### src/verilog/legacyPassThruPkg.sv
//********************************************************************
// Host word addresses keep bit 0 at zero. Bit 1 picks the high half
// Register words are 32 bits and reach the host as two 16-bit halves
//********************************************************************
package legacyPassThruPkg;

    // Widths that carry a meaning
    typedef logic [11:0] hostAddr_t;
    typedef logic [15:0] hostData_t;
    typedef logic [31:0] regWord_t;
    typedef logic [17:0] sample_t;
    typedef logic [13:0] dacWord_t;
    typedef logic [3:0]  dacSel_t;
    typedef logic [31:0] clockCount_t;
    typedef logic [2:0]  resetCount_t;

    typedef enum logic [3:0] {
        modeAm         = 4'd0,
        modeFm         = 4'd1,
        mode2Fsk       = 4'd2,
        modeBpsk       = 4'd3,
        modePcmTrellis = 4'd4,
        modeSoqpsk     = 4'd5,
        modeMultih     = 4'd6
    } demodMode_t;

    //****************************************************************
    // Bundles
    //****************************************************************
    typedef struct packed {
        hostAddr_t addr;
        hostData_t wrData;
        logic      wrLow;
        logic      wrHigh;
        logic      rdStrobe;
        logic      accessStart;
    } hostReq_t;

    typedef struct packed {
        sample_t data;
        logic    sync;
    } dacTap_t;

    typedef struct packed {
        logic iBit;
        logic qBit;
        logic iSymEn;
        logic iSym2xEn;
    } legacyBits_t;

    typedef struct packed {
        logic decision;
        logic symEn;
        logic sym2xEn;
    } trellisBits_t;

    typedef struct packed {
        logic iData;
        logic qData;
        logic symEn;
        logic sym2xEn;
    } dataOut_t;

    typedef struct packed {
        dacWord_t data;
        logic     sync;
    } dacOut_t;

    //****************************************************************
    // Address map
    //****************************************************************
    // Region is address bits 11 to 4
    localparam logic [7:0] regionMisc = 8'h01;
    localparam logic [7:0] regionMode = 8'h02;

    // Register offsets are address bits 3 to 2
    localparam logic [1:0] miscResetReg   = 2'd0;
    localparam logic [1:0] miscVersionReg = 2'd1;
    localparam logic [1:0] miscClockReg   = 2'd2;

    localparam logic [1:0] modeReg    = 2'd0;
    localparam logic [1:0] dac0SelReg = 2'd1;
    localparam logic [1:0] dac1SelReg = 2'd2;
    localparam logic [1:0] dac2SelReg = 2'd3;

    localparam hostData_t versionNumber = 16'h0142;

    // DAC select codes owned by the trellis decoders
    localparam dacSel_t dacTrellisI     = 4'd12;
    localparam dacSel_t dacTrellisQ     = 4'd13;
    localparam dacSel_t dacTrellisPhErr = 4'd14;
    localparam dacSel_t dacTrellisIndex = 4'd15;

    localparam resetCount_t softResetCycles = 3'd5;

endpackage

### src/verilog/hostBusDecode.sv
//********************************************************************
// Bus strobes are sampled on ck933. The host holds a write one cycle
// Read data is combinational and reads zero outside the mapped regions
//********************************************************************
`timescale 1ns/10ps

module hostBusDecode import legacyPassThruPkg::*; (
    input  logic      ck933,
    input  logic      clockCounterEn,
    input  logic      nCs,
    input  logic      nWe,
    input  logic      nRd,
    input  hostAddr_t hostAddr,
    input  hostData_t hostWrData,
    input  regWord_t  miscRdWord,
    input  regWord_t  modeRdWord,
    output hostReq_t  req,
    output logic      miscSel,
    output logic      modeSel,
    output hostData_t hostRdData
);

    logic       nCsDly;
    logic       chipWrite;
    logic [7:0] region;
    regWord_t   rdWord;

    assign chipWrite = !nCs && !nWe;
    assign region    = hostAddr[11:4];

    // Previous chip select level for the access start pulse
    always_ff @(posedge ck933 or posedge clockCounterEn) begin
        if (clockCounterEn) begin
            nCsDly <= 1'b1;
        end else begin
            nCsDly <= nCs;
        end
    end

    always_comb begin
        req.addr        = hostAddr;
        req.wrData      = hostWrData;
        req.wrLow       = chipWrite && !hostAddr[1];
        req.wrHigh      = chipWrite && hostAddr[1];
        req.rdStrobe    = !nCs && !nRd;
        req.accessStart = !nCs && nCsDly;
    end

    assign miscSel = (region == regionMisc);
    assign modeSel = (region == regionMode);

    //****************************************************************
    // Read back mux
    //****************************************************************
    always_comb begin
        if (miscSel) begin
            rdWord = miscRdWord;
        end else if (modeSel) begin
            rdWord = modeRdWord;
        end else begin
            rdWord = '0;
        end
    end

    // Half select on address bit 1
    assign hostRdData = !req.rdStrobe ? '0
                      : hostAddr[1]   ? rdWord[31:16]
                      :                 rdWord[15:0];

endmodule

### src/verilog/miscRegs.sv
//********************************************************************
// Soft reset starts on a read of the reset register, not a write
// The clock hold register is undefined until the first misc access
//********************************************************************
`timescale 1ns/10ps

module miscRegs import legacyPassThruPkg::*; (
    input  logic     ck933,
    input  logic     clockCounterEn,
    input  hostReq_t req,
    input  logic     miscSel,
    output regWord_t miscRdWord,
    output logic     softReset
);

    logic [1:0]  offset;
    logic        clockWrite;
    logic        resetRead;
    clockCount_t clockCounter;
    clockCount_t clockHold;
    logic        resetFlag;
    logic        resetSync;
    resetCount_t resetCount;

    assign offset     = req.addr[3:2];
    assign clockWrite = miscSel && (req.wrLow || req.wrHigh) && (offset == miscClockReg);
    assign resetRead  = miscSel && req.rdStrobe && (offset == miscResetReg);

    always_comb begin
        case (offset)
            miscVersionReg: miscRdWord = {versionNumber, 16'h0000};
            miscClockReg:   miscRdWord = clockHold;
            default:        miscRdWord = '0;
        endcase
    end

    //****************************************************************
    // Cycle counter and capture
    //****************************************************************
    always_ff @(posedge ck933 or posedge clockCounterEn) begin
        if (clockCounterEn) begin
            clockCounter <= '0;
        end else if (clockWrite) begin
            clockCounter <= '0;
        end else begin
            clockCounter <= clockCounter + 1'b1;
        end
    end

    // Snapshot on the first cycle of any misc access
    always_ff @(posedge ck933) begin
        if (miscSel && req.accessStart) begin
            clockHold <= clockCounter;
        end
    end

    //****************************************************************
    // Soft reset request and stretch
    //****************************************************************
    always_ff @(posedge ck933 or posedge clockCounterEn) begin
        if (clockCounterEn) begin
            resetFlag  <= 1'b0;
            resetSync  <= 1'b0;
            resetCount <= '0;
        end else begin
            resetFlag <= resetRead;
            resetSync <= resetFlag;
            if (resetSync) begin
                resetCount <= softResetCycles;
            end else if (resetCount != '0) begin
                resetCount <= resetCount - 1'b1;
            end
        end
    end

    // High for the sync cycle plus the countdown
    assign softReset = resetSync || (resetCount != '0);

endmodule

### src/verilog/modeRegs.sv
//********************************************************************
// Only the low lane writes these registers. The high half reads zero
//********************************************************************
`timescale 1ns/10ps

module modeRegs import legacyPassThruPkg::*; (
    input  logic       ck933,
    input  logic       clockCounterEn,
    input  logic       softReset,
    input  hostReq_t   req,
    input  logic       modeSel,
    output regWord_t   modeRdWord,
    output demodMode_t demodMode,
    output dacSel_t    dac0Sel,
    output dacSel_t    dac1Sel,
    output dacSel_t    dac2Sel
);

    logic [1:0] offset;
    logic       modeWrite;

    assign offset    = req.addr[3:2];
    assign modeWrite = modeSel && req.wrLow;

    always_ff @(posedge ck933 or posedge clockCounterEn) begin
        if (clockCounterEn) begin
            demodMode <= modeAm;
            dac0Sel   <= '0;
            dac1Sel   <= '0;
            dac2Sel   <= '0;
        end else if (softReset) begin
            demodMode <= modeAm;
            dac0Sel   <= '0;
            dac1Sel   <= '0;
            dac2Sel   <= '0;
        end else if (modeWrite) begin
            case (offset)
                modeReg:    demodMode <= demodMode_t'(req.wrData[3:0]);
                dac0SelReg: dac0Sel   <= req.wrData[3:0];
                dac1SelReg: dac1Sel   <= req.wrData[3:0];
                default:    dac2Sel   <= req.wrData[3:0];
            endcase
        end
    end

    always_comb begin
        case (offset)
            modeReg:    modeRdWord = {28'd0, demodMode};
            dac0SelReg: modeRdWord = {28'd0, dac0Sel};
            dac1SelReg: modeRdWord = {28'd0, dac1Sel};
            default:    modeRdWord = {28'd0, dac2Sel};
        endcase
    end

endmodule

### src/verilog/demodOutputSelect.sv
//********************************************************************
// Trellis bits take two cycles to dataOut, legacy bits take one
// Lock outputs are combinational and active low
//********************************************************************
`timescale 1ns/10ps

module demodOutputSelect import legacyPassThruPkg::*; (
    input  logic         ck933,
    input  logic         clockCounterEn,
    input  logic         softReset,
    input  demodMode_t   demodMode,
    input  legacyBits_t  legacyIn,
    input  trellisBits_t pcmIn,
    input  trellisBits_t soqpskIn,
    input  logic         bitsyncLock,
    input  logic         carrierLock,
    input  logic         multihLock,
    output dataOut_t     dataOut,
    output logic         bsyncNLock,
    output logic         demodNLock
);

    logic         pcmMode;
    logic         trellisEn;
    logic         fmMode;
    trellisBits_t trellisReg;

    assign pcmMode   = (demodMode == modePcmTrellis);
    assign trellisEn = pcmMode || (demodMode == modeSoqpsk);
    assign fmMode    = (demodMode == modeFm) || (demodMode == mode2Fsk);

    always_ff @(posedge ck933 or posedge clockCounterEn) begin
        if (clockCounterEn) begin
            trellisReg <= '0;
            dataOut    <= '0;
        end else if (softReset) begin
            trellisReg <= '0;
            dataOut    <= '0;
        end else begin
            // PCM decision polarity is flipped here
            trellisReg <= pcmMode ? trellisBits_t'{!pcmIn.decision, pcmIn.symEn, pcmIn.sym2xEn}
                                  : soqpskIn;
            if (trellisEn) begin
                dataOut <= '{trellisReg.decision, trellisReg.decision,
                             trellisReg.symEn, trellisReg.sym2xEn};
            end else begin
                dataOut <= '{legacyIn.iBit ^ fmMode, legacyIn.qBit,
                             legacyIn.iSymEn, legacyIn.iSym2xEn};
            end
        end
    end

    assign bsyncNLock = !bitsyncLock;
    assign demodNLock = (demodMode == modeMultih) ? !multihLock : !carrierLock;

endmodule

### src/verilog/dacSourceMux.sv
//********************************************************************
// One DAC channel. Only sample bits 17 to 4 reach the pins
//********************************************************************
`timescale 1ns/10ps

module dacSourceMux import legacyPassThruPkg::*; (
    input  logic       ck933,
    input  logic       clockCounterEn,
    input  logic       softReset,
    input  demodMode_t demodMode,
    input  dacSel_t    dacSel,
    input  dacTap_t    demodTap,
    input  dacTap_t    pcmTap,
    input  dacTap_t    soqpskTap,
    input  dacTap_t    multihTap,
    input  logic       multihTapEn,
    output dacOut_t    dacOut
);

    dacTap_t chosen;

    always_comb begin
        case (dacSel)
            dacTrellisI, dacTrellisQ, dacTrellisPhErr, dacTrellisIndex: begin
                chosen = (demodMode == modePcmTrellis) ? pcmTap : soqpskTap;
            end
            default: begin
                // Multi-h taps only when the loop claims this channel
                chosen = ((demodMode == modeMultih) && multihTapEn) ? multihTap : demodTap;
            end
        endcase
    end

    always_ff @(posedge ck933 or posedge clockCounterEn) begin
        if (clockCounterEn) begin
            dacOut <= '0;
        end else if (softReset) begin
            dacOut <= '0;
        end else begin
            dacOut.data <= chosen.data[17:4];
            dacOut.sync <= chosen.sync;
        end
    end

endmodule

### src/verilog/legacyPassThru.sv
//********************************************************************
// Demod, trellis and multi-h taps arrive as inputs on ck933
// clockCounterEn is the asynchronous active-high reset
//********************************************************************
`timescale 1ns/10ps

module legacyPassThru import legacyPassThruPkg::*; (
    input  logic         ck933,
    input  logic         clockCounterEn,
    input  logic         nCs,
    input  logic         nWe,
    input  logic         nRd,
    input  hostAddr_t    hostAddr,
    input  hostData_t    hostWrData,
    input  legacyBits_t  legacyIn,
    input  trellisBits_t pcmIn,
    input  trellisBits_t soqpskIn,
    input  logic         bitsyncLock,
    input  logic         carrierLock,
    input  logic         multihLock,
    input  dacTap_t      demodTap0,
    input  dacTap_t      demodTap1,
    input  dacTap_t      demodTap2,
    input  dacTap_t      trellisTap0,
    input  dacTap_t      trellisTap1,
    input  dacTap_t      trellisTap2,
    input  dacTap_t      soqpskTap0,
    input  dacTap_t      soqpskTap1,
    input  dacTap_t      soqpskTap2,
    input  dacTap_t      multihTap0,
    input  dacTap_t      multihTap1,
    input  dacTap_t      multihTap2,
    input  logic [2:0]   multihTapEn,
    output hostData_t    hostRdData,
    output demodMode_t   demodMode,
    output dataOut_t     dataOut,
    output logic         bsyncNLock,
    output logic         demodNLock,
    output dacOut_t      dac0Out,
    output dacOut_t      dac1Out,
    output dacOut_t      dac2Out
);

    hostReq_t req;
    logic     miscSel;
    logic     modeSel;
    regWord_t miscRdWord;
    regWord_t modeRdWord;
    logic     softReset;
    dacSel_t  dac0Sel;
    dacSel_t  dac1Sel;
    dacSel_t  dac2Sel;

    //****************************************************************
    // Host side
    //****************************************************************
    hostBusDecode busDecode (
        .ck933(ck933), .clockCounterEn(clockCounterEn),
        .nCs(nCs), .nWe(nWe), .nRd(nRd),
        .hostAddr(hostAddr), .hostWrData(hostWrData),
        .miscRdWord(miscRdWord), .modeRdWord(modeRdWord),
        .req(req), .miscSel(miscSel), .modeSel(modeSel),
        .hostRdData(hostRdData)
    );

    miscRegs misc (
        .ck933(ck933), .clockCounterEn(clockCounterEn),
        .req(req), .miscSel(miscSel),
        .miscRdWord(miscRdWord), .softReset(softReset)
    );

    modeRegs mode (
        .ck933(ck933), .clockCounterEn(clockCounterEn), .softReset(softReset),
        .req(req), .modeSel(modeSel), .modeRdWord(modeRdWord),
        .demodMode(demodMode),
        .dac0Sel(dac0Sel), .dac1Sel(dac1Sel), .dac2Sel(dac2Sel)
    );

    //****************************************************************
    // Data bits and DAC channels
    //****************************************************************
    demodOutputSelect outSelect (
        .ck933(ck933), .clockCounterEn(clockCounterEn), .softReset(softReset),
        .demodMode(demodMode), .legacyIn(legacyIn),
        .pcmIn(pcmIn), .soqpskIn(soqpskIn),
        .bitsyncLock(bitsyncLock), .carrierLock(carrierLock), .multihLock(multihLock),
        .dataOut(dataOut), .bsyncNLock(bsyncNLock), .demodNLock(demodNLock)
    );

    dacSourceMux dacMux0 (
        .ck933(ck933), .clockCounterEn(clockCounterEn), .softReset(softReset),
        .demodMode(demodMode), .dacSel(dac0Sel),
        .demodTap(demodTap0), .pcmTap(trellisTap0), .soqpskTap(soqpskTap0),
        .multihTap(multihTap0), .multihTapEn(multihTapEn[0]), .dacOut(dac0Out)
    );

    dacSourceMux dacMux1 (
        .ck933(ck933), .clockCounterEn(clockCounterEn), .softReset(softReset),
        .demodMode(demodMode), .dacSel(dac1Sel),
        .demodTap(demodTap1), .pcmTap(trellisTap1), .soqpskTap(soqpskTap1),
        .multihTap(multihTap1), .multihTapEn(multihTapEn[1]), .dacOut(dac1Out)
    );

    dacSourceMux dacMux2 (
        .ck933(ck933), .clockCounterEn(clockCounterEn), .softReset(softReset),
        .demodMode(demodMode), .dacSel(dac2Sel),
        .demodTap(demodTap2), .pcmTap(trellisTap2), .soqpskTap(soqpskTap2),
        .multihTap(multihTap2), .multihTapEn(multihTapEn[2]), .dacOut(dac2Out)
    );

endmodule

### config.mk
export PLATFORM = sky130hd
export DESIGN_NAME = legacyPassThru
export DESIGN_NICKNAME = d
export VERILOG_FILES = /design/src/verilog/legacyPassThruPkg.sv /design/src/verilog/hostBusDecode.sv /design/src/verilog/miscRegs.sv /design/src/verilog/modeRegs.sv /design/src/verilog/demodOutputSelect.sv /design/src/verilog/dacSourceMux.sv /design/src/verilog/legacyPassThru.sv
export SDC_FILE = /design/constraint.sdc
export NUM_CORES = 1
export LEC_CHECK = 0
export ABC_CLOCK_PERIOD_IN_PS = 6700
export BUFFER_PORTS_ARGS = -buffer_cell sky130_fd_sc_hd__buf_2
export CORE_AREA = 2 2 134 136
export DETAILED_ROUTE_END_ITERATION = 12
export DIE_AREA = 0 0 136 138
export GPL_TIMING_DRIVEN = 1
export PLACE_DENSITY = 0.9
export SYNTH_ARGS = -nofsm -noshare
export SYNTH_HDL_FRONTEND = slang
export SYNTH_HIERARCHICAL = 1
export SYNTH_SLANG_ARGS = --single-unit
### constraint.sdc
create_clock -name ck933 -period 6.7 [get_ports ck933]
set_clock_uncertainty 0.2 [all_clocks]
set_input_delay 1.005 -clock ck933 [delete_from_list [all_inputs] [get_ports ck933]]
set_output_delay 1.005 -clock ck933 [all_outputs]
set_load 0.05 [all_outputs]
-- Word-level counts from Yosys, hierarchy flattened
Cells that the tools add are included.
- flip-flop bits (word level): 138
- input bits: 277
- output and inout bits: 71
- $add $sub $neg: 2
- eq/ne operators: 22
- muxes and demuxes: 38
- bitwise gates (word level): 1
- reduce and logical (&&, ||, !) cells: 41
- operator list (kind ; number):
    $mux W19 ; 9
    $mux W32 ; 3
    $pmux W32 S2 ; 1
    $mux W4 ; 14
    $eq A4 B4 Y1 const B ; 12
    $mux W15 ; 3
    $add A32 B1 Y32 const B ; 1
    $mux W16 ; 2
    $logic_and A1 B1 Y1 ; 14
    $eq A4 B3 Y1 const B ; 3
    $mux W3 ; 4
    $pmux W4 S3 ; 1
    $reduce_or A4 Y1 ; 3
    $reduce_bool A2 Y1 ; 5
    $eq A8 B1 Y1 const B ; 1
    $eq A8 B2 Y1 const B ; 1
    $logic_not A1 Y1 ; 8
    $reduce_and A2 Y1 ; 4
    $eq A4 B1 Y1 const B ; 1
    $eq A4 B2 Y1 const B ; 1
    $logic_or A1 B1 Y1 ; 4
    $reduce_bool A3 Y1 ; 1
    $reduce_or A3 Y1 ; 1
    $sub A3 B1 Y3 const B ; 1
    6 further kinds ; 6

-- Depth between registers and ports, before layout
Gate-level depths: netlist of the first run.
- depth in word-level cells: 7
- depth in mapped cells: 9
- depth with buffers taken out: 7

-- Modules after synthesis
The synthesis of the first run kept the hierarchy.
- modules (own cells, without submodules) (module ; instances ; cells each ; area each (um^2)):
    miscRegs ; 1 ; 271 ; 3109.2
    dacSourceMux ; 3 ; 92 ; 978.4
    modeRegs ; 1 ; 96 ; 1077.3
    hostBusDecode ; 1 ; 114 ; 1001.0
    demodOutputSelect ; 1 ; 37 ; 396.6

-- Worst setup path before layout of the first run
Ideal clock, no wire load.
- path kind: input port to output port
- start point: input port hostAddr[2]
- end point: output port hostRdData[1]
- data arrival time: 2.685 ns
- slack: 2.810 ns
- cell stages on the path: 9
- buffers on the path: 2
- cell sequence: buf_4 -> inv_1 -> ha_1 -> clkbuf_1 -> a21oi_1 -> nor2b_1 -> mux2_2 -> a22oi_1 -> nor2_1
- elaborated cells on any way between the ends: 9
- those cells by class: eq/ne: 2; mux: 6; reduce/logical: 1
- RTL lines (element ; line ; source):
    start: declaration ; legacyPassThru.sv:13 ; input hostAddr_t hostAddr,
    $eq A2 B2 Y1 or $eq A2 B1 Y1 (tied branches) ; miscRegs.sv:30 ; case (offset)
    $pmux W32 S2 * ; miscRegs.sv:30 ;
    net miscRdWord[17] ; legacyPassThru.sv:47 ; regWord_t miscRdWord;
    $mux W32 * ; hostBusDecode.sv:56 ; if (miscSel) begin
    $mux W16 * ; hostBusDecode.sv:67 ; : hostAddr[1] ? rdWord[31:16]
    $mux W16 * ; hostBusDecode.sv:66 ; assign hostRdData = !req.rdStrobe ? '0
    end: declaration ; legacyPassThru.sv:34 ; output hostData_t hostRdData,
The timed path passes the listed nets; every way through them passes the cells marked *.

-- Worst setup path after layout of the first run
Same ends and word-level chain as after synthesis.

==> qor.yml, run 1 <==
syn-instance-count: 772
grt_pass1_wl_um: 36600
top_level_ports: 348
place_worst_setup_slack_ps: 2400
post_layout_nonfiller_instances: 1269
critical_path.most_common_cell: "buf_2"
ys.warnings.count: 6
critical_path.cell_chain: "buf_2 > inv_1 > ha_1 > a21oi_1 > nor2b_1 > mux2_2 > a22oi_1 > nor2_1 > buf_2"
grt_setup_unrepaired: "false"
die_x_um: 136
clk_pin_slew_worst_paths_ps: 60
worst_stage_delay_on_the_critical_path_ps: 530
num_vias: 7184
post_cts_hold_buffer_count: 0
slew_headroom_pct: 15.5
grt_remaining_overflow: 0
tritoncts_clock_tree: "yes"
wl_per_cell_um: 19.2
io_buffers: 286
place_congestion: 0.957
sort_of_element_at_the_end_of_the_critical_path: "output pin"
antenna_found_initial: 15
dpl.hpwl_um: 18200
h-tree-depth: 4
design.final.nets: 1304
share_seq_of_total_power_pct: 38.0
power_report.internal_total_w: 0.00175
postCtsResizedCells: 0
switchingPower_w: 0.000925
max_freq_ghz: 0.234
buf_inv_stages_crit_path: 3
comb_power_share_pct: 28.0
commonest_cells_after_routing_fill_and_taps_aside: "buf_2, dfrtp_1, mux2i_1, nand2_1, nand4_1"
final_critical_path_setup_slack_ps: 2430
timing.max_cap.violations: 0
worst_ep_required_time_ps: 5490
critical_path.top_delay_family: "buffers and inverters"
vias_per_cell: 5.66
critical_path_arrival_ps: 3070
hp-class: "reg -> reg"
gr-usage-all-layers_pct: 25.4
combined_area_of_all_synthesized_cells_um2: 8350
vias_in_the_first_global_route: 7001
post-place-cells: 1231
worst_skew_pair_later_pin_latency_ps: 420
finalSetupViolations: 0
hold_violations: 0
drt-initial-drc-count: 523
p_leak_nw: 4.63
critical-path-slowest-cell: "ha_1"
fin_total_pwr_w: 0.00267
initial_utilization_pct: 47.6
postLayoutCoreUtil_pct: 58.5
count_of_nets_left_with_antenna_violations_after_detail_routing: 0
share_clk_of_total_power_pct: 34.1
drc: 0
area_growth_pct: 22.7
total_negative_slack_ps: 0
drive_gt1_share_pct: 39.2
wirelength_um: 24300
maxSlewViolCount: 0
final_critical_path_time_including_i_o_delays_and_setup_ps: 4270
cts_num_sinks: 138
core-area_um2: 17500
dieArea_um2: 18800
mostFrequentLayoutCell: "buf_2"
cts_inserted_buffers: 17
die_h_um: 138
power.ir.vdd_worst_mv: 0.178
worstSetupPathType: "in -> out"
outcome: "complete, no violations"
firstDrtPassIters: 5
worstMarginPinSlew_ps: 1270
cts.path.max_buffers: 2
postCtsSetupBuffers: 0
worstSetupStartpointType: "input port"
critPathMaxFanout: 34
power-per-cell-area_nw_per_um2: 261
fin_crit_sh_pct: 63.8
pin_count_of_the_biggest_net_entering_global_routing: 38
clockRootBuffer: "clkbuf_16"
postSynthAreaPerCell_um2: 10.8
p_sw_share_pct: 34.6
core_rows: 49
stage by stage:
stage | cell area (um2) | hold slack, ps
final | 10200 | 157
after detailed placement | 9660 | 143
after floorplan | 8460 | 131
after global routing | 10200 | 167
after global placement | 9660 | 133
after CTS | 10200 | 160
registers in the layout, summed over array words and instances, names as in the netlist, 3 cells and up:
name / count
outSelect/dataOut: 4
mode/dac2Sel: 4
misc/clockHold: 32
mode/dac0Sel: 4
dacMux1/dacOut: 15
mode/dac1Sel: 4
misc/resetCount: 3
dacMux2/dacOut: 15
misc/clockCounter: 32
dacMux0/dacOut: 15
mode/demodMode: 4
outSelect/trellisReg: 3
path summary, 6_finish.rpt:
| check | startpoint | end | slack, ps | depth (start not counted) |
|---|---|---|---|---|
| min | misc/resetFlag | misc/resetSync | 160 | 0 |
| max in group asynchronous | clockCounterEn | dacMux1/dacOut[10] | 5310 | 2 |
| min in group asynchronous | clockCounterEn | outSelect/trellisReg[2] | 420 | 2 |
| max reg2reg | mode/demodMode[3] | dacMux2/dacOut[14] | 3640 | 3 |
| max | hostAddr[2] | hostRdData[1] | 2430 | 9 |
| min reg2reg | misc/resetFlag | misc/resetSync | 160 | 0 |
worst reg2reg max path, stage by stage, from the launching register on:
cell and delay, ps:
dfrtp_1 710, nor3b_2 960, and2_1 790, o221ai_1 250
layout make-up:
class,instances,area [um2]
fillers,1446,7280
multi-input cells,557,4230
flip-flops and latches,138,3610
repair buffers,292,1480
clock buffers,19,433
well taps,229,287
clock inverters,13,141
inverters,15,56.3
diodes,6,15.0
metal layers:
metal / GRT usage (%) / vias to the layer above / routed length [um]
met5: 0 / - / 95
met4: 11.1 / 14 / 829
met3: 9.53 / 74 / 2290
met2: 41.3 / 328 / 11800
met1: 29.8 / 3466 / 9320
li1: - / 3302 / -
power by group through the flow:
stage,clock (W),combinational [W],sequential [W]
2_1_floorplan,0,0.000335,0.00125
3_3_place_gp,0,0.000729,0.00102
3_5_place_dp,0,0.000746,0.00103
4_1_cts,0.000929,0.000748,0.00101
5_1_grt,0.000968,0.000798,0.00102
6_report,0.000911,0.000748,0.00102
(Power assumes the default switching activity.)
==> inputs of run 2 (changes only) <==
--- a/config.mk
+++ b/config.mk
@@ -5,13 +5,13 @@
 export SDC_FILE = /design/constraint.sdc
 export NUM_CORES = 1
 export LEC_CHECK = 0
-export ABC_CLOCK_PERIOD_IN_PS = 6700
+export ABC_AREA = 1
+export ABC_CLOCK_PERIOD_IN_PS = 4500
 export BUFFER_PORTS_ARGS = -buffer_cell sky130_fd_sc_hd__buf_2
-export CORE_AREA = 2 2 134 136
+export CORE_UTILIZATION = 51
 export DETAILED_ROUTE_END_ITERATION = 12
-export DIE_AREA = 0 0 136 138
 export GPL_TIMING_DRIVEN = 1
-export PLACE_DENSITY = 0.9
+export PLACE_DENSITY = 0.91
 export SYNTH_ARGS = -nofsm -noshare
 export SYNTH_HDL_FRONTEND = slang
 export SYNTH_HIERARCHICAL = 1
==> constraint.sdc (replaced) <==
create_clock -name ck933 -period 4.5 [get_ports ck933]
set_clock_uncertainty 0.2 [all_clocks]
set_input_delay 0.675 -clock ck933 [delete_from_list [all_inputs] [get_ports ck933]]
set_output_delay 0.675 -clock ck933 [all_outputs]
set_load 0.05 [all_outputs]
==> qor.yml, run 2 <==
drive_gt1_share_pct: 23.8  # -15 points
timing.max_cap.violations: 0  # unchanged
design.final.nets: 1885  # +45%
firstDrtPassIters: 6  # +1
place_worst_setup_slack_ps: 1130  # -1260 ps
worst_skew_pair_later_pin_latency_ps: 410  # about the same
ys.warnings.count: 6  # unchanged
r2r_cells: 6  # +3
grt_remaining_overflow: 0  # unchanged
max_freq_ghz: 0.291
grt_pass1_wl_um: 40500  # +11%
wirelength_um: 26700  # +9.6%
critical_path.most_common_cell: "nand2_1"
pin_count_of_the_biggest_net_entering_global_routing: 58  # +53%
drt-initial-drc-count: 1006  # +92%
finalSetupViolations: 0  # unchanged
worstMarginPinSlew_ps: 1250  # -18.4 ps
outcome: "complete, no violations"
critPathMaxFanout: 33  # -2.9%
p_leak_nw: 6.50  # +40%
power-per-cell-area_nw_per_um2: 347  # +33%
syn-instance-count: 1348  # +75%
ff2ff_setup_slack_ps: 2300  # -1340 ps
hold_violations: 0  # unchanged
top_level_ports: 348  # unchanged
largestRegisters: "misc/clockCounter (32), misc/clockHold (32)"
final_critical_path_time_including_i_o_delays_and_setup_ps: 3430
final.fill_count: 1545  # +6.8%
post-place-cells: 1812  # +47%
clockRootBuffer: "clkbuf_16"
critical_path.cell_chain: "buf_2 > ha_1 > buf_4 > nand2_1 > a21oi_1 > inv_1 > nand2_1 > o21ai_0 > nand3_1 > nand2_1 > nor2_1 > buf_2"
io_buffers: 286  # unchanged
final_critical_path_setup_slack_ps: 1070  # -1360 ps
crit-reg2reg-capture: "dacMux1/dacOut[12]"
total_negative_slack_ps: 0  # unchanged
core_rows: 49  # unchanged
grt_setup_unrepaired: "false"
core-area_um2: 18000  # +2.8%
drc: 0  # unchanged
timing.hold.ws_ps: 72.3  # -84.4 ps
cts_inserted_buffers: 17  # unchanged
worstSetupPathType: "in -> out"
fin_crit_sh_pct: 76.3
critical_path_arrival_ps: 2560  # -510 ps
commonest_cells_after_routing_fill_and_taps_aside: "nand2_1, buf_2, inv_1, nand3_1, dfrtp_1"
worst_stage_delay_on_the_critical_path_ps: 300  # -230 ps
postCtsSetupBuffers: 0  # unchanged
dpl.hpwl_um: 19700  # +8.3%
area_growth_pct: 19.7
die_h_um: 138  # -0.22%
reg2reg_from: "mode/demodMode[2]"
count_of_nets_left_with_antenna_violations_after_detail_routing: 0  # unchanged
postCtsResizedCells: 0  # unchanged
vias_in_the_first_global_route: 8493  # +21%
cts.path.max_buffers: 2  # unchanged
tritoncts_clock_tree: "yes"
buf_inv_stages_crit_path: 4  # +1
critical-path-slowest-cell: "buf_4"
sort_of_element_at_the_end_of_the_critical_path: "output pin"
cts_num_sinks: 138  # unchanged
h-tree-depth: 4  # unchanged
worst_ep_required_time_ps: 3620  # -1870 ps
worstSetupStartpointType: "input port"
post_layout_nonfiller_instances: 1850  # +46%
hp-class: "in -> async"
initial_utilization_pct: 52.1  # +4.5 points
num_vias: 9588  # +33%
combined_area_of_all_synthesized_cells_um2: 9390  # +12%
maxSlewViolCount: 0  # unchanged
critical_path.top_delay_family: "buffers and inverters"
postSynthAreaPerCell_um2: 6.97  # -36%
slew_headroom_pct: 16.6  # +1.1 points
place_congestion: 0.897  # -6.2%
dieArea_um2: 19000  # +1.0%
clk_pin_slew_worst_paths_ps: 60  # about the same
power.ir.vdd_worst_mv: 0.260  # +46%
gr-usage-all-layers_pct: 27.7  # +2.3 points
mostFrequentLayoutCell: "nand2_1"
wl_per_cell_um: 14.4  # -25%
critical_path_cell_count: 12  # +3
vias_per_cell: 5.18  # -8.5%
die_x_um: 138  # +1.2%
antenna_found_initial: 6  # -9
post_cts_hold_buffer_count: 0  # unchanged
-- run 2: where the power goes --
group	internal, W	total [W]	switching, W	leakage, nW
Clock	0.000817	0.00136	0.000548	0.268
Combinational	0.000267	0.00103	0.000758	4.46
Sequential	0.00144	0.00151	0.0000765	1.77
Total	0.00252	0.00390	0.00138	6.50
-- run 2: worst max-delay path by stage --
stage                            from             to
final                     hostAddr[3]  hostRdData[1]
after global routing      hostAddr[3]  hostRdData[6]
after CTS                 hostAddr[3]  hostRdData[6]
after detailed placement  hostAddr[3]  hostRdData[1]
after global placement    hostAddr[3]  hostRdData[1]
after floorplan           hostAddr[2]  hostRdData[1]
-- run 2: cell type report --
class,count,area [um2],area share [%]
flip-flops and latches,138,3610,32.2
well taps,229,287,2.55
inverters,251,946,8.42
diodes,6,15.0,0.134
repair buffers,289,1450,12.9
clock inverters,14,146,1.30
multi-input cells,905,4350,38.7
clock buffers,18,429,3.82
-- run 2: stage by stage --
step / total power (W) / instance area [um2] / util (%)
floorplan: 0.00226 / 9490 / -
global placement: 0.00252 / 10600 / 59.1
detailed placement: 0.00254 / 10600 / 59.1
CTS: 0.00391 / 11200 / 62.3
global route: 0.00408 / 11200 / 62.3
finish: 0.00390 / 11200 / 62.3
-- run 2: worst reg2reg max path: stages (launching register included) --
cell,delay (ps)
dfrtp_1,640
inv_1,170
nor2_4,360
nand2_2,300
nand2_1,160
nand3_1,120
a21oi_1,180
-- run 2: layer usage --
layer	vias up	part of all wire (%)	wire (um)	GRT usage [%]
met1	4383	39	10300	33.2
li1	4651	-	-	-
met3	80	7.6	2030	6.07
met5	-	0	0	0
met4	0	3.8	1030	12.4
met2	474	50	13300	47.3
==> inputs of run 3 (changes only) <==
--- a/config.mk
+++ b/config.mk
@@ -6,12 +6,12 @@
 export NUM_CORES = 1
 export LEC_CHECK = 0
 export ABC_AREA = 1
-export ABC_CLOCK_PERIOD_IN_PS = 4500
+export ABC_CLOCK_PERIOD_IN_PS = 3030
 export BUFFER_PORTS_ARGS = -buffer_cell sky130_fd_sc_hd__buf_2
-export CORE_UTILIZATION = 51
+export CORE_UTILIZATION = 46
 export DETAILED_ROUTE_END_ITERATION = 12
 export GPL_TIMING_DRIVEN = 1
-export PLACE_DENSITY = 0.91
+export PLACE_DENSITY = 0.87
 export SYNTH_ARGS = -nofsm -noshare
 export SYNTH_HDL_FRONTEND = slang
 export SYNTH_HIERARCHICAL = 1
==> constraint.sdc (replaced) <==
create_clock -name ck933 -period 3.03 [get_ports ck933]
set_clock_uncertainty 0.2 [all_clocks]
set_input_delay 0.4545 -clock ck933 [delete_from_list [all_inputs] [get_ports ck933]]
set_output_delay 0.4545 -clock ck933 [all_outputs]
set_load 0.05 [all_outputs]
==> qor.yml, run 3 (synthesized netlist as in run 2, its figures left out) <==
grt_setup_unrepaired: "false"
multi_input_comb_area_um2: 4350  # unchanged
power.ir.vdd_worst_mv: 0.407  # +56%
finalSetupViolations: 0  # unchanged
maxSlewViolCount: 0  # unchanged
gr-usage-all-layers_pct: 26.0  # -1.7 points
top_level_ports: 348  # unchanged
area_growth_pct: 21.4
timing.max_cap.violations: 0  # unchanged
design.final.nets: 1899  # +0.74%
fin_crit_sh_pct: 96.7
place_congestion: 0.982  # +9.5%
max_freq_ghz: 0.341
grtUsageMet1_pct: 27.3  # -5.9 points
p_sw_share_pct: 37.2  # +1.8 points
gr-usage-met3_pct: 4.64  # -1.4 points
total_negative_slack_ps: 0  # unchanged
core-area_um2: 19700  # +9.4%
r2r_cells: 10  # +4
clk_pin_slew_worst_paths_ps: 60  # about the same
worstSetupStartpointType: "input port"
critPathMaxFanout: 17  # -48%
drc: 0  # unchanged
power_report.internal_total_w: 0.00362  # +44%
count_of_nets_left_with_antenna_violations_after_detail_routing: 0  # unchanged
hp-class: "in -> reg"
switchingPower_w: 0.00215  # +55%
worstHoldPathCells: 2
die_h_um: 145  # +5.2%
place_worst_setup_slack_ps: 389  # -743 ps
power-per-cell-area_nw_per_um2: 506  # +46%
grt_pass1_wl_um: 41200  # +1.7%
outcome: "complete, no violations"
seq_area_um2: 3610  # unchanged
cts_inserted_buffers: 17  # unchanged
wl_per_cell_um: 14.5  # +0.58%
comb_power_share_pct: 26.7  # +0.4 points
initial_utilization_pct: 47.6  # -4.5 points
core_rows: 51  # +4.1%
dieArea_um2: 21000  # +11%
io_buffers: 286  # unchanged
vias_per_cell: 5.00  # -3.6%
drt-initial-drc-count: 447  # -56%
worst_ep_required_time_ps: 2380  # -1240 ps
worstSetupPathType: "in -> out"
cts_num_sinks: 138  # unchanged
wirelength_um: 27600  # +3.7%
pin_count_of_the_biggest_net_entering_global_routing: 38  # -34%
share_seq_of_total_power_pct: 38.8  # about the same
sort_of_element_at_the_end_of_the_critical_path: "output pin"
h-tree-depth: 4  # unchanged
postLayoutCoreUtil_pct: 57.8  # -4.5 points
commonest_cells_after_routing_fill_and_taps_aside: "nand2_1, buf_2, inv_1, nand3_1, dfrtp_1"
final_critical_path_time_including_i_o_delays_and_setup_ps: 2930
cts.path.max_buffers: 2  # unchanged
hold_violations: 0  # unchanged
grt_busiest_layer: "met2"
drive_gt1_share_pct: 24.5  # +0.65 points
final_cell_area_um2: 11400  # +1.5%
vias_in_the_first_global_route: 8456  # -0.44%
tritoncts_clock_tree: "yes"
num_vias: 9530  # -0.60%
slew_headroom_pct: 52.0  # +35 points
worstMarginPinSlew_ps: 719  # -531 ps
final_critical_path_setup_slack_ps: 98.9  # -968 ps
largestRegisters: "misc/clockCounter (32), misc/clockHold (32)"
postCtsResizedCells: 0  # unchanged
p_leak_nw: 6.58  # +1.2%
worst_skew_pair_later_pin_latency_ps: 420  # about the same
firstDrtPassIters: 6  # unchanged
die_x_um: 145  # +5.2%
grt_remaining_overflow: 0  # unchanged
critical_path_arrival_ps: 2280  # -280 ps
fin_total_pwr_w: 0.00577  # +48%
dpl_cell_area_um2: 10800  # +1.4%
final.fill_count: 1788  # +16%
share_clk_of_total_power_pct: 34.5  # -0.5 points
dpl.hpwl_um: 21100  # +6.9%
mostFrequentLayoutCell: "nand2_1"
clockRootBuffer: "clkbuf_16"
antenna_found_initial: 19  # +13
global_route.usage.met2_pct: 47.9  # +0.64 points
-- run 3: routing by layer --
metal  vias to the layer above  share of wire, %
li1                       4693                 -
met1                      4317                36
met2                       430                53
met3                        88               6.5
met4                         2               5.0
met5                         -             0.051
-- run 3: timing repair --
item / in CTS / in global routing
buffers inserted: 0 / 0
endpoints found under the hold margin: 9 / 0
hold buffers: 2 / 0
-- run 3: per-stage QoR --
stage	cells	hold WS, ps
after global placement	1860	134
after CTS	1894	20.5
final	1907	36.4
after global routing	1907	34.5
after floorplan	1375	57.9
after detailed placement	1860	153
-- run 3: worst max-delay path: stages --
cell           delay, ps
dlygate4sd3_1        530
buf_2                160
nor2_2               540
nand2_1              110
nor2_1               180
buf_2                290
-- run 3: final cells by class --
| type | instances | share of cell area, % |
|---|---|---|
| timing repair buffer | 303 | 13.8 |
| clock inverter | 14 | 1.12 |
| clock buffer | 18 | 3.76 |
| sequential | 138 | 31.7 |
| inverter | 251 | 8.29 |
| multi-input combinational | 905 | 38.1 |
| tap | 265 | 2.91 |
| antenna | 13 | 0.285 |
-- run 3: worst paths after layout --
check,slack [ps],startpoint,endpoint
worst max register to register,540,misc/resetCount[0],mode/dac2Sel[2]
worst min-delay path,40,pcmIn[2],outSelect/trellisReg[2]
worst max-delay path,100,nCs,hostRdData[1]
worst min register to register,170,misc/resetFlag,misc/resetSync
max in group asynchronous,1600,clockCounterEn,dacMux1/dacOut[9]
min in group asynchronous,450,clockCounterEn,outSelect/trellisReg[0]
-- run 3: power by group through the flow --
stage               combinational, W  sequential, W  clock [W]
finish                       0.00154        0.00224    0.00199
global placement             0.00150        0.00226          0
floorplan                   0.000561        0.00279          0
CTS                          0.00153        0.00224    0.00203
global route                 0.00167        0.00226    0.00209
detailed placement           0.00152        0.00227          0
